--- src/source/invaders_video_pkg.sv ---
`default_nettype none

package invaders_video_pkg;

	//////////////////////////////
	// Raster types
	//////////////////////////////

	// One screen coordinate, covers 0..1023
	typedef logic [9:0] pix_coord_t;

	// Scan position of the current pixel
	typedef struct packed {
		pix_coord_t x;
		pix_coord_t y;
	} pixel_pos_t;

	// Colour layout [ blue(2) | green(3) | red(3) ]
	typedef logic [7:0] rgb_t;

	// Visible part of the raster
	localparam pix_coord_t H_ACTIVE = 10'd640;
	localparam pix_coord_t V_ACTIVE = 10'd480;

	//////////////////////////////
	// Palette
	//////////////////////////////

	localparam rgb_t COLOR_BLACK     = 8'b00000000;
	localparam rgb_t COLOR_SPACE     = 8'b00000000;
	localparam rgb_t COLOR_GREEN     = 8'b00111000;
	localparam rgb_t COLOR_BLUE      = 8'b11000000;
	localparam rgb_t COLOR_WHITE     = 8'b11111111;
	localparam rgb_t COLOR_SPACESHIP = 8'b01111000;
	localparam rgb_t COLOR_ALIEN     = 8'b10101010;

	// Per-layer hit flags from the object controllers
	typedef struct packed {
		logic ship;
		logic laser;
		logic alien;
	} layer_hits_t;

endpackage

`default_nettype wire

--- src/source/invaders_game_pkg.sv ---
`default_nettype none

package invaders_game_pkg;

	import invaders_video_pkg::*;

	//////////////////////////////
	// Game state types
	//////////////////////////////

	// Screen sequence, advanced by the display button
	typedef enum logic [1:0] {
		MODE_BLANK = 2'd0,
		MODE_START = 2'd1,
		MODE_GAME  = 2'd2
	} screen_mode_t;

	// Sideways march of the alien row
	typedef enum logic {
		DIR_RIGHT = 1'b0,
		DIR_LEFT  = 1'b1
	} march_dir_t;

	// Button levels from the board
	typedef struct packed {
		logic left;
		logic right;
		logic shoot;
		logic display;
	} buttons_t;

	//////////////////////////////
	// Playfield geometry
	//////////////////////////////

	// Horizontal border rows
	localparam pix_coord_t SCOREBOARD_BOTTOM = 10'd60;
	localparam pix_coord_t BARRIER_BOTTOM    = 10'd400;
	localparam pix_coord_t EXTRA_LIVES_TOP   = 10'd445;

	// Start screen frame, inclusive
	localparam pix_coord_t START_FRAME_MIN_X = 10'd10;
	localparam pix_coord_t START_FRAME_MAX_X = 10'd630;
	localparam pix_coord_t START_FRAME_MIN_Y = 10'd10;
	localparam pix_coord_t START_FRAME_MAX_Y = 10'd470;

	// Player ship
	localparam pix_coord_t SHIP_WIDTH   = 10'd40;
	localparam pix_coord_t SHIP_TOP     = 10'd420;
	localparam pix_coord_t SHIP_HEIGHT  = 10'd10;
	localparam pix_coord_t SHIP_START_X = 10'd300;
	localparam pix_coord_t SHIP_MAX_X   = 10'd600;

	// Player laser, spawns just above the ship
	localparam pix_coord_t LASER_WIDTH    = 10'd3;
	localparam pix_coord_t LASER_HEIGHT   = 10'd10;
	localparam pix_coord_t LASER_START_Y  = 10'd410;
	localparam pix_coord_t LASER_X_OFFSET = 10'd18;

	// Alien row
	localparam pix_coord_t ALIEN_WIDTH       = 10'd30;
	localparam pix_coord_t ALIEN_HEIGHT      = 10'd20;
	localparam pix_coord_t ALIEN_PITCH       = 10'd50;
	localparam pix_coord_t FORMATION_START_X = 10'd195;
	localparam pix_coord_t FORMATION_START_Y = 10'd180;
	localparam pix_coord_t ALIEN_DROP        = 10'd10;
	localparam pix_coord_t FORMATION_FLOOR_Y = 10'd300;

endpackage

`default_nettype wire

--- src/source/screen_mode_ctrl.sv ---
`timescale 1ns/1ps
`default_nettype none

module screen_mode_ctrl (
	input  wire                            clk,
	input  wire                            rst,
	input  wire                            display,
	output invaders_game_pkg::screen_mode_t mode,
	output logic                           restart
);

	import invaders_game_pkg::*;

	// Previous button sample
	logic display_prev;
	logic display_rise;
	screen_mode_t mode_next;

	// Press seen when level is high and last sample was low
	assign display_rise = display && !display_prev;

	// Blank -> start -> game -> blank
	always_comb begin
		case (mode)
			MODE_BLANK: mode_next = MODE_START;
			MODE_START: mode_next = MODE_GAME;
			default:    mode_next = MODE_BLANK;
		endcase
	end

	//////////////////////////////
	// Mode and restart registers
	//////////////////////////////

	always_ff @(posedge clk or posedge rst) begin
		if (rst) begin
			display_prev <= 1'b0;
			mode         <= MODE_BLANK;
			restart      <= 1'b0;
		end else begin
			display_prev <= display;
			// Restart follows every mode change by one cycle
			restart      <= display_rise;
			if (display_rise) begin
				mode <= mode_next;
			end
		end
	end

endmodule

`default_nettype wire

--- src/source/spaceship_ctrl.sv ---
`timescale 1ns/1ps
`default_nettype none

module spaceship_ctrl #(
	parameter invaders_video_pkg::pix_coord_t SHIP_STEP  = 10'd4,
	parameter invaders_video_pkg::pix_coord_t LASER_STEP = 10'd8
) (
	input  wire                            clk,
	input  wire                            rst,
	input  wire                            restart,
	input  wire                            frame_tick,
	input  invaders_game_pkg::screen_mode_t mode,
	input  invaders_game_pkg::buttons_t    buttons,
	input  invaders_video_pkg::pixel_pos_t pixel,
	output logic                           ship_hit,
	output logic                           laser_hit
);

	import invaders_video_pkg::*;
	import invaders_game_pkg::*;

	// Ship left edge
	pix_coord_t ship_x;
	pix_coord_t ship_x_next;

	// Laser shot, position is its top left corner
	logic       laser_active;
	pix_coord_t laser_x;
	pix_coord_t laser_y;

	logic game_tick;

	// Objects only move on a frame tick in game mode
	assign game_tick = frame_tick && (mode == MODE_GAME);

	//////////////////////////////
	// Ship movement
	//////////////////////////////

	// Single button moves, both or none hold still
	always_comb begin
		ship_x_next = ship_x;
		if (buttons.left && !buttons.right) begin
			// Floor at column 0
			if (ship_x < SHIP_STEP) begin
				ship_x_next = '0;
			end else begin
				ship_x_next = ship_x - SHIP_STEP;
			end
		end else if (buttons.right && !buttons.left) begin
			// Cap at right limit
			if (ship_x > SHIP_MAX_X - SHIP_STEP) begin
				ship_x_next = SHIP_MAX_X;
			end else begin
				ship_x_next = ship_x + SHIP_STEP;
			end
		end
	end

	//////////////////////////////
	// Ship and laser state
	//////////////////////////////

	always_ff @(posedge clk or posedge rst) begin
		if (rst) begin
			ship_x       <= SHIP_START_X;
			laser_active <= 1'b0;
			laser_x      <= '0;
			laser_y      <= LASER_START_Y;
		end else if (restart) begin
			// Back to start positions, shot cleared
			ship_x       <= SHIP_START_X;
			laser_active <= 1'b0;
			laser_x      <= '0;
			laser_y      <= LASER_START_Y;
		end else if (game_tick) begin
			ship_x <= ship_x_next;
			if (laser_active) begin
				// Top would pass the scoreboard border
				if (laser_y < SCOREBOARD_BOTTOM + LASER_STEP) begin
					laser_active <= 1'b0;
				end else begin
					laser_y <= laser_y - LASER_STEP;
				end
			end else if (buttons.shoot) begin
				// Spawn from the ship position before this tick
				laser_active <= 1'b1;
				laser_x      <= ship_x + LASER_X_OFFSET;
				laser_y      <= LASER_START_Y;
			end
		end
	end

	//////////////////////////////
	// Pixel hit tests
	//////////////////////////////

	assign ship_hit = (pixel.x >= ship_x) && (pixel.x < ship_x + SHIP_WIDTH) &&
		(pixel.y >= SHIP_TOP) && (pixel.y < SHIP_TOP + SHIP_HEIGHT);

	// Inactive shot is invisible
	assign laser_hit = laser_active &&
		(pixel.x >= laser_x) && (pixel.x < laser_x + LASER_WIDTH) &&
		(pixel.y >= laser_y) && (pixel.y < laser_y + LASER_HEIGHT);

endmodule

`default_nettype wire

--- src/source/alien_formation.sv ---
`timescale 1ns/1ps
`default_nettype none

module alien_formation #(
	parameter invaders_video_pkg::pix_coord_t ALIEN_STEP  = 10'd2,
	parameter int unsigned                    ALIEN_COUNT = 6
) (
	input  wire                            clk,
	input  wire                            rst,
	input  wire                            restart,
	input  wire                            frame_tick,
	input  invaders_game_pkg::screen_mode_t mode,
	input  invaders_video_pkg::pixel_pos_t pixel,
	output logic                           alien_hit
);

	import invaders_video_pkg::*;
	import invaders_game_pkg::*;

	// Left edge of first alien to right edge of last
	localparam pix_coord_t ROW_SPAN = pix_coord_t'(ALIEN_PITCH * (ALIEN_COUNT - 1) + ALIEN_WIDTH);

	// Shared origin of the whole row
	pix_coord_t origin_x;
	pix_coord_t origin_y;
	march_dir_t dir;

	logic        game_tick;
	logic [10:0] right_reach;
	logic        at_right_edge;
	logic        at_left_edge;
	logic        at_edge;
	logic        row_hit;
	logic [ALIEN_COUNT-1:0] slot_hit;

	assign game_tick = frame_tick && (mode == MODE_GAME);

	//////////////////////////////
	// Edge detection
	//////////////////////////////

	// Right side of the row after one more step, one bit wider
	assign right_reach   = {1'b0, origin_x} + {1'b0, ROW_SPAN} + {1'b0, ALIEN_STEP};
	assign at_right_edge = (dir == DIR_RIGHT) && (right_reach > {1'b0, H_ACTIVE});
	assign at_left_edge  = (dir == DIR_LEFT) && (origin_x < ALIEN_STEP);
	assign at_edge       = at_right_edge || at_left_edge;

	//////////////////////////////
	// March state
	//////////////////////////////

	always_ff @(posedge clk or posedge rst) begin
		if (rst) begin
			origin_x <= FORMATION_START_X;
			origin_y <= FORMATION_START_Y;
			dir      <= DIR_RIGHT;
		end else if (restart) begin
			origin_x <= FORMATION_START_X;
			origin_y <= FORMATION_START_Y;
			dir      <= DIR_RIGHT;
		end else if (game_tick) begin
			if (at_edge) begin
				// Reverse, drop unless already on the floor
				dir <= (dir == DIR_RIGHT) ? DIR_LEFT : DIR_RIGHT;
				if (origin_y < FORMATION_FLOOR_Y) begin
					origin_y <= origin_y + ALIEN_DROP;
				end
			end else if (dir == DIR_RIGHT) begin
				origin_x <= origin_x + ALIEN_STEP;
			end else begin
				origin_x <= origin_x - ALIEN_STEP;
			end
		end
	end

	//////////////////////////////
	// Pixel hit test
	//////////////////////////////

	// All aliens share the same rows
	assign row_hit = (pixel.y >= origin_y) && (pixel.y < origin_y + ALIEN_HEIGHT);

	// One column window per slot
	for (genvar g = 0; g < ALIEN_COUNT; g++) begin : g_slot
		localparam pix_coord_t SLOT_OFFSET = pix_coord_t'(g * ALIEN_PITCH);
		pix_coord_t slot_x;

		assign slot_x      = origin_x + SLOT_OFFSET;
		assign slot_hit[g] = (pixel.x >= slot_x) && (pixel.x < slot_x + ALIEN_WIDTH);
	end

	assign alien_hit = row_hit && (|slot_hit);

endmodule

`default_nettype wire

--- src/source/pixel_mixer.sv ---
`timescale 1ns/1ps
`default_nettype none

module pixel_mixer (
	input  wire                             clk,
	input  wire                             rst,
	input  invaders_game_pkg::screen_mode_t mode,
	input  invaders_video_pkg::pixel_pos_t  pixel,
	input  invaders_video_pkg::layer_hits_t hits,
	output invaders_video_pkg::rgb_t        rgb
);

	import invaders_video_pkg::*;
	import invaders_game_pkg::*;

	logic in_active;
	logic in_frame;
	rgb_t color_next;

	assign in_active = (pixel.x < H_ACTIVE) && (pixel.y < V_ACTIVE);

	// Start screen frame, edges included
	assign in_frame = (pixel.x >= START_FRAME_MIN_X) && (pixel.x <= START_FRAME_MAX_X) &&
		(pixel.y >= START_FRAME_MIN_Y) && (pixel.y <= START_FRAME_MAX_Y);

	//////////////////////////////
	// Colour select
	//////////////////////////////

	always_comb begin
		color_next = COLOR_BLACK;
		if (in_active) begin
			case (mode)
				MODE_START: begin
					if (in_frame) begin
						color_next = COLOR_GREEN;
					end
				end
				MODE_GAME: begin
					// Borders first, then ship, laser, aliens
					if (pixel.y == SCOREBOARD_BOTTOM) begin
						color_next = COLOR_GREEN;
					end else if (pixel.y == BARRIER_BOTTOM) begin
						color_next = COLOR_BLUE;
					end else if (pixel.y == EXTRA_LIVES_TOP) begin
						color_next = COLOR_GREEN;
					end else if (hits.ship) begin
						color_next = COLOR_SPACESHIP;
					end else if (hits.laser) begin
						color_next = COLOR_WHITE;
					end else if (hits.alien) begin
						color_next = COLOR_ALIEN;
					end else begin
						color_next = COLOR_SPACE;
					end
				end
				// Blank screen
				default: color_next = COLOR_BLACK;
			endcase
		end
	end

	// One cycle pixel to colour
	always_ff @(posedge clk or posedge rst) begin
		if (rst) begin
			rgb <= COLOR_BLACK;
		end else begin
			rgb <= color_next;
		end
	end

endmodule

`default_nettype wire

--- src/source/invaders_top.sv ---
`timescale 1ns/1ps
`default_nettype none

module invaders_top #(
	parameter invaders_video_pkg::pix_coord_t SHIP_STEP   = 10'd4,
	parameter invaders_video_pkg::pix_coord_t LASER_STEP  = 10'd8,
	parameter invaders_video_pkg::pix_coord_t ALIEN_STEP  = 10'd2,
	parameter int unsigned                    ALIEN_COUNT = 6
) (
	input  wire                            clk,
	input  wire                            rst,
	input  invaders_game_pkg::buttons_t    buttons,
	input  wire                            frame_tick,
	input  invaders_video_pkg::pixel_pos_t pixel,
	output invaders_video_pkg::rgb_t       rgb
);

	import invaders_video_pkg::*;
	import invaders_game_pkg::*;

	screen_mode_t mode;
	logic         restart;
	// Ship and laser flags from one controller, aliens from the other
	layer_hits_t  hits;

	//////////////////////////////
	// Mode control
	//////////////////////////////

	screen_mode_ctrl i_screen_mode_ctrl (
		.clk     (clk),
		.rst     (rst),
		.display (buttons.display),
		.mode    (mode),
		.restart (restart)
	);

	//////////////////////////////
	// Game objects
	//////////////////////////////

	spaceship_ctrl #(
		.SHIP_STEP  (SHIP_STEP),
		.LASER_STEP (LASER_STEP)
	) i_spaceship_ctrl (
		.clk        (clk),
		.rst        (rst),
		.restart    (restart),
		.frame_tick (frame_tick),
		.mode       (mode),
		.buttons    (buttons),
		.pixel      (pixel),
		.ship_hit   (hits.ship),
		.laser_hit  (hits.laser)
	);

	alien_formation #(
		.ALIEN_STEP  (ALIEN_STEP),
		.ALIEN_COUNT (ALIEN_COUNT)
	) i_alien_formation (
		.clk        (clk),
		.rst        (rst),
		.restart    (restart),
		.frame_tick (frame_tick),
		.mode       (mode),
		.pixel      (pixel),
		.alien_hit  (hits.alien)
	);

	// Registered colour output
	pixel_mixer i_pixel_mixer (
		.clk   (clk),
		.rst   (rst),
		.mode  (mode),
		.pixel (pixel),
		.hits  (hits),
		.rgb   (rgb)
	);

endmodule

`default_nettype wire

--- config.mk ---
export PLATFORM = sky130hd
export DESIGN_NAME = invaders_top
export DESIGN_NICKNAME = d
export VERILOG_FILES = /design/src/source/invaders_video_pkg.sv /design/src/source/invaders_game_pkg.sv /design/src/source/screen_mode_ctrl.sv /design/src/source/spaceship_ctrl.sv /design/src/source/alien_formation.sv /design/src/source/pixel_mixer.sv /design/src/source/invaders_top.sv
export SDC_FILE = /design/constraint.sdc
export NUM_CORES = 1
export LEC_CHECK = 0
export BUFFER_PORTS_ARGS = -buffer_cell sky130_fd_sc_hd__buf_4
export CAP_MARGIN = 40
export CORE_MARGIN = 2
export CORE_UTILIZATION = 45
export DETAILED_ROUTE_END_ITERATION = 7
export GPL_ROUTABILITY_DRIVEN = 0
export PLACE_DENSITY = 0.62
export SLEW_MARGIN = 30
export SYNTH_ARGS = -nofsm -noshare
export SYNTH_HDL_FRONTEND = slang
export SYNTH_SLANG_ARGS = --single-unit
--- constraint.sdc ---
create_clock -name clk -period 4.3 [get_ports clk]
set_input_delay 1.075 -clock clk [delete_from_list [all_inputs] [get_ports clk]]
set_output_delay 1.075 -clock clk [all_outputs]
set_load 0.02 [all_outputs]
==> reports/qor.csv <==
metric,value,unit
core area,18800,um^2
setup TNS,0,ns
YS warnings,0,
Critical Path AT,4.30,ns
Pleak,4.27,nW
H-tree depth,3,
clk root buf,clkbuf_16,
Post-DRT Antenna Nets,0,
Post-synth EDFFs,0,
number of CTS-inserted buffers,9,
row cnt,50,
VDD IR max,0.000241,V
clk buf depth,2,
RR Startpoint,i_alien_formation.origin_x[2],
Final Hold Violating Endpoints,0,
"count leader, synth",ha_1,
GR peak layer,met2,
period utilization,93.7,%
global-route wire length before repair,39300,um
pin count of the biggest net entering global routing,45,
Critical R2R Capture,i_pixel_mixer.rgb[7],
Reg2Reg Depth,14,
initial antenna violation count,0,
fillcell total,1846,
Synth cell types,72,
Mean Syn Cell Area,8.13,um^2
io pins,35,
Wirelength per Cell,17.6,um
Via Count,7746,
HP Class,reg2reg,
vias in the first global route,7392,
die width,143,um
DRC viols,0,
worst skew pair latency,0.34,ns
"Seq/Total Area, Yosys",16.7,%
CP max FO,9,
WL final,24100,um
crit end category,flip-flop,
share of post-route cells with drive strength above 1,10.7,%
Worst setup startpoint,i_alien_formation.origin_x[2],
total of max-cap violations,0,
cell taking the most area after synthesis,ha_1,
Worst-Margin Slew,0.658,ns
result of the run,"complete, no violations",
TritonCTS Sinks,57,
die area,20400,um^2
GR Util met1,34.9,%
fin. max-slew vios,0,
"CTS clk-pin slew, worst paths",0.06,ns
CTS tree,done,
final worst path period need,4.03,ns
synth-to-layout area growth,11.2,%
crit path capture,i_pixel_mixer.rgb[7],
Post-synth top flop,dfrtp_1,
antenna cells,0,
Iteration-0 DRC Markers,564,
top post-synthesis cells by area,"ha_1 (28%), dfrtp_1 (12%), xnor2_1 (9.2%)",
pwr dens,308,nW/um^2
R2R Setup Slk,0.27,ns
Tot GR Track Use,24.4,%
slew margin rel.,56.1,%
top-area cell type share of the netlist area,28.3,%
IO buf count,34,
Total Nets Final,1326,
top post-synthesis cells by count,"ha_1 (196), nor2_1 (96), xnor2_1 (91)",
max frequency,248,MHz
Via density,5.66,
#FFs+latches synth,57,
Fin Clk Skew,0.00672,ns
DP HPWL,18700,um
DRT Pass-1 Iters,5,
GR Layer Usage met3,3.52,%
startpoint types,flip-flop,
initial core utilization,46.0,%
Mapped Area,8670,um^2
Crit Path Class,reg2reg,
Congestion Overflow GR,0,
Die H,143,um
fin util,51.2,%
Synthesized Nets,1289,
"Req. time, crit path",4.58,ns
post-synthesis cell count,1066,
RSZ-0062 raised after global routing,no,
GR Util met2,38.7,%
ys async rst share,100,%
final setup fails,0,
[critical path: stages (launching register included)]
cell       delay [ns]
dfrtp_1          0.53
inv_1            0.24
ha_1             0.27
a21boi_2         0.17
and2_1           0.29
nor2_1           0.09
ha_1             0.30
a2111oi_0        0.53
o21a_1           0.22
nor4b_1          0.05
a2111oi_0        0.46
buf_4            0.21
nor4_2           0.06
or4_1            0.48
nand2_1          0.07
[how the worst min path moves through the flow]
stage                                     from                          to  slack, ns  cells after the start
3_5_place_dp   i_screen_mode_ctrl.display_prev  i_screen_mode_ctrl.restart       0.45                      1
3_3_place_gp   i_screen_mode_ctrl.display_prev  i_screen_mode_ctrl.restart       0.44                      1
4_1_cts        i_screen_mode_ctrl.display_prev  i_screen_mode_ctrl.restart       0.45                      1
5_1_grt        i_screen_mode_ctrl.display_prev  i_screen_mode_ctrl.restart       0.49                      1
2_1_floorplan  i_screen_mode_ctrl.display_prev  i_screen_mode_ctrl.restart       0.41                      1
6_report       i_screen_mode_ctrl.display_prev  i_screen_mode_ctrl.restart       0.45                      1
[layer usage]
| layer | wire, um | share of wire [%] | vias up |
|---|---|---|---|
| met5 | 0 | 0 | - |
| met2 | 10500 | 44 | 151 |
| met1 | 12100 | 50 | 3650 |
| met3 | 1000 | 4.2 | 29 |
| met4 | 414 | 1.7 | 0 |
| li1 | - | - | 3916 |
[stage by stage]
stage	area (um^2)	cells	setup slack, ns	power (mW)	hold slack [ns]
CTS	9590	1364	0.161	2.96	0.454
detailed placement	9280	1348	0.178	2.17	0.447
global placement	9250	1346	0.302	2.14	0.441
finish	9640	1368	0.272	2.97	0.448
global route	9640	1368	0.0206	3.21	0.486
floorplan	8670	1066	0.509	1.75	0.415
[report_power, final]
part           switching [mW]  total [mW]  internal (mW)
Sequential             0.0833       0.681          0.597
Combinational           0.888        1.52          0.636
Clock                   0.286       0.768          0.483
[kinds of logic (layout without fill, tap and decap cells)]
kind of cell / Yosys count / in the layout / share of synthesized area, %
and+or+nand+nor: 335 / 335 / 19.3
DFF: 57 / 57 / 16.7
adders and majority gates: 196 / 196 / 28.3
buffers and inverters: 108 / 150 / 5.07
AOI/OAI and AO/OA: 255 / 255 / 18.9
muxes: 4 / 4 / 0.462
xor gates and xnor gates: 111 / 111 / 11.2
[cell usage in the layout (no fill, tap or decap), drive strengths merged, types with 30 or more instances in the layout]
cell type | netlist | final
dfrtp | 40 | 40
nor2 | 96 | 96
o21ai | 59 | 59
nand2 | 63 | 63
nor3 | 36 | 36
a21oi | 84 | 84
xnor2 | 91 | 91
buf | 14 | 61
inv | 67 | 68
ha | 196 | 196
nand3 | 30 | 30
[sequential cells by signal, summed over array words and instances, names as in the netlist]
register	cells
i_screen_mode_ctrl.display_prev	1
i_alien_formation.origin_y	9
i_pixel_mixer.rgb	6
i_alien_formation.origin_x	10
i_alien_formation.dir	1
i_screen_mode_ctrl.mode	2
i_spaceship_ctrl.laser_active	1
i_spaceship_ctrl.ship_x	8
i_spaceship_ctrl.laser_y	8
i_screen_mode_ctrl.restart	1
i_spaceship_ctrl.laser_x	10
[area by class of cell]
| type | instances | area (um^2) | area share (%) |
|---|---|---|---|
| Multi-Input combinational cell | 901 | 6800 | 70.6 |
| Sequential cell | 57 | 1450 | 15.0 |
| Clock inverter | 5 | 62.6 | 0.649 |
| Tap cell | 260 | 325 | 3.37 |
| Inverter | 72 | 270 | 2.80 |
| Clock buffer | 11 | 253 | 2.62 |
| Timing Repair Buffer | 62 | 478 | 4.96 |
[repair_timing]
item                       CTS  global route
resized for setup            0             3
hold buffers                 0             0
buffers inserted             0             3
setup endpoints to repair    0             3
No activity file was read; power rests on OpenSTA's default activity.
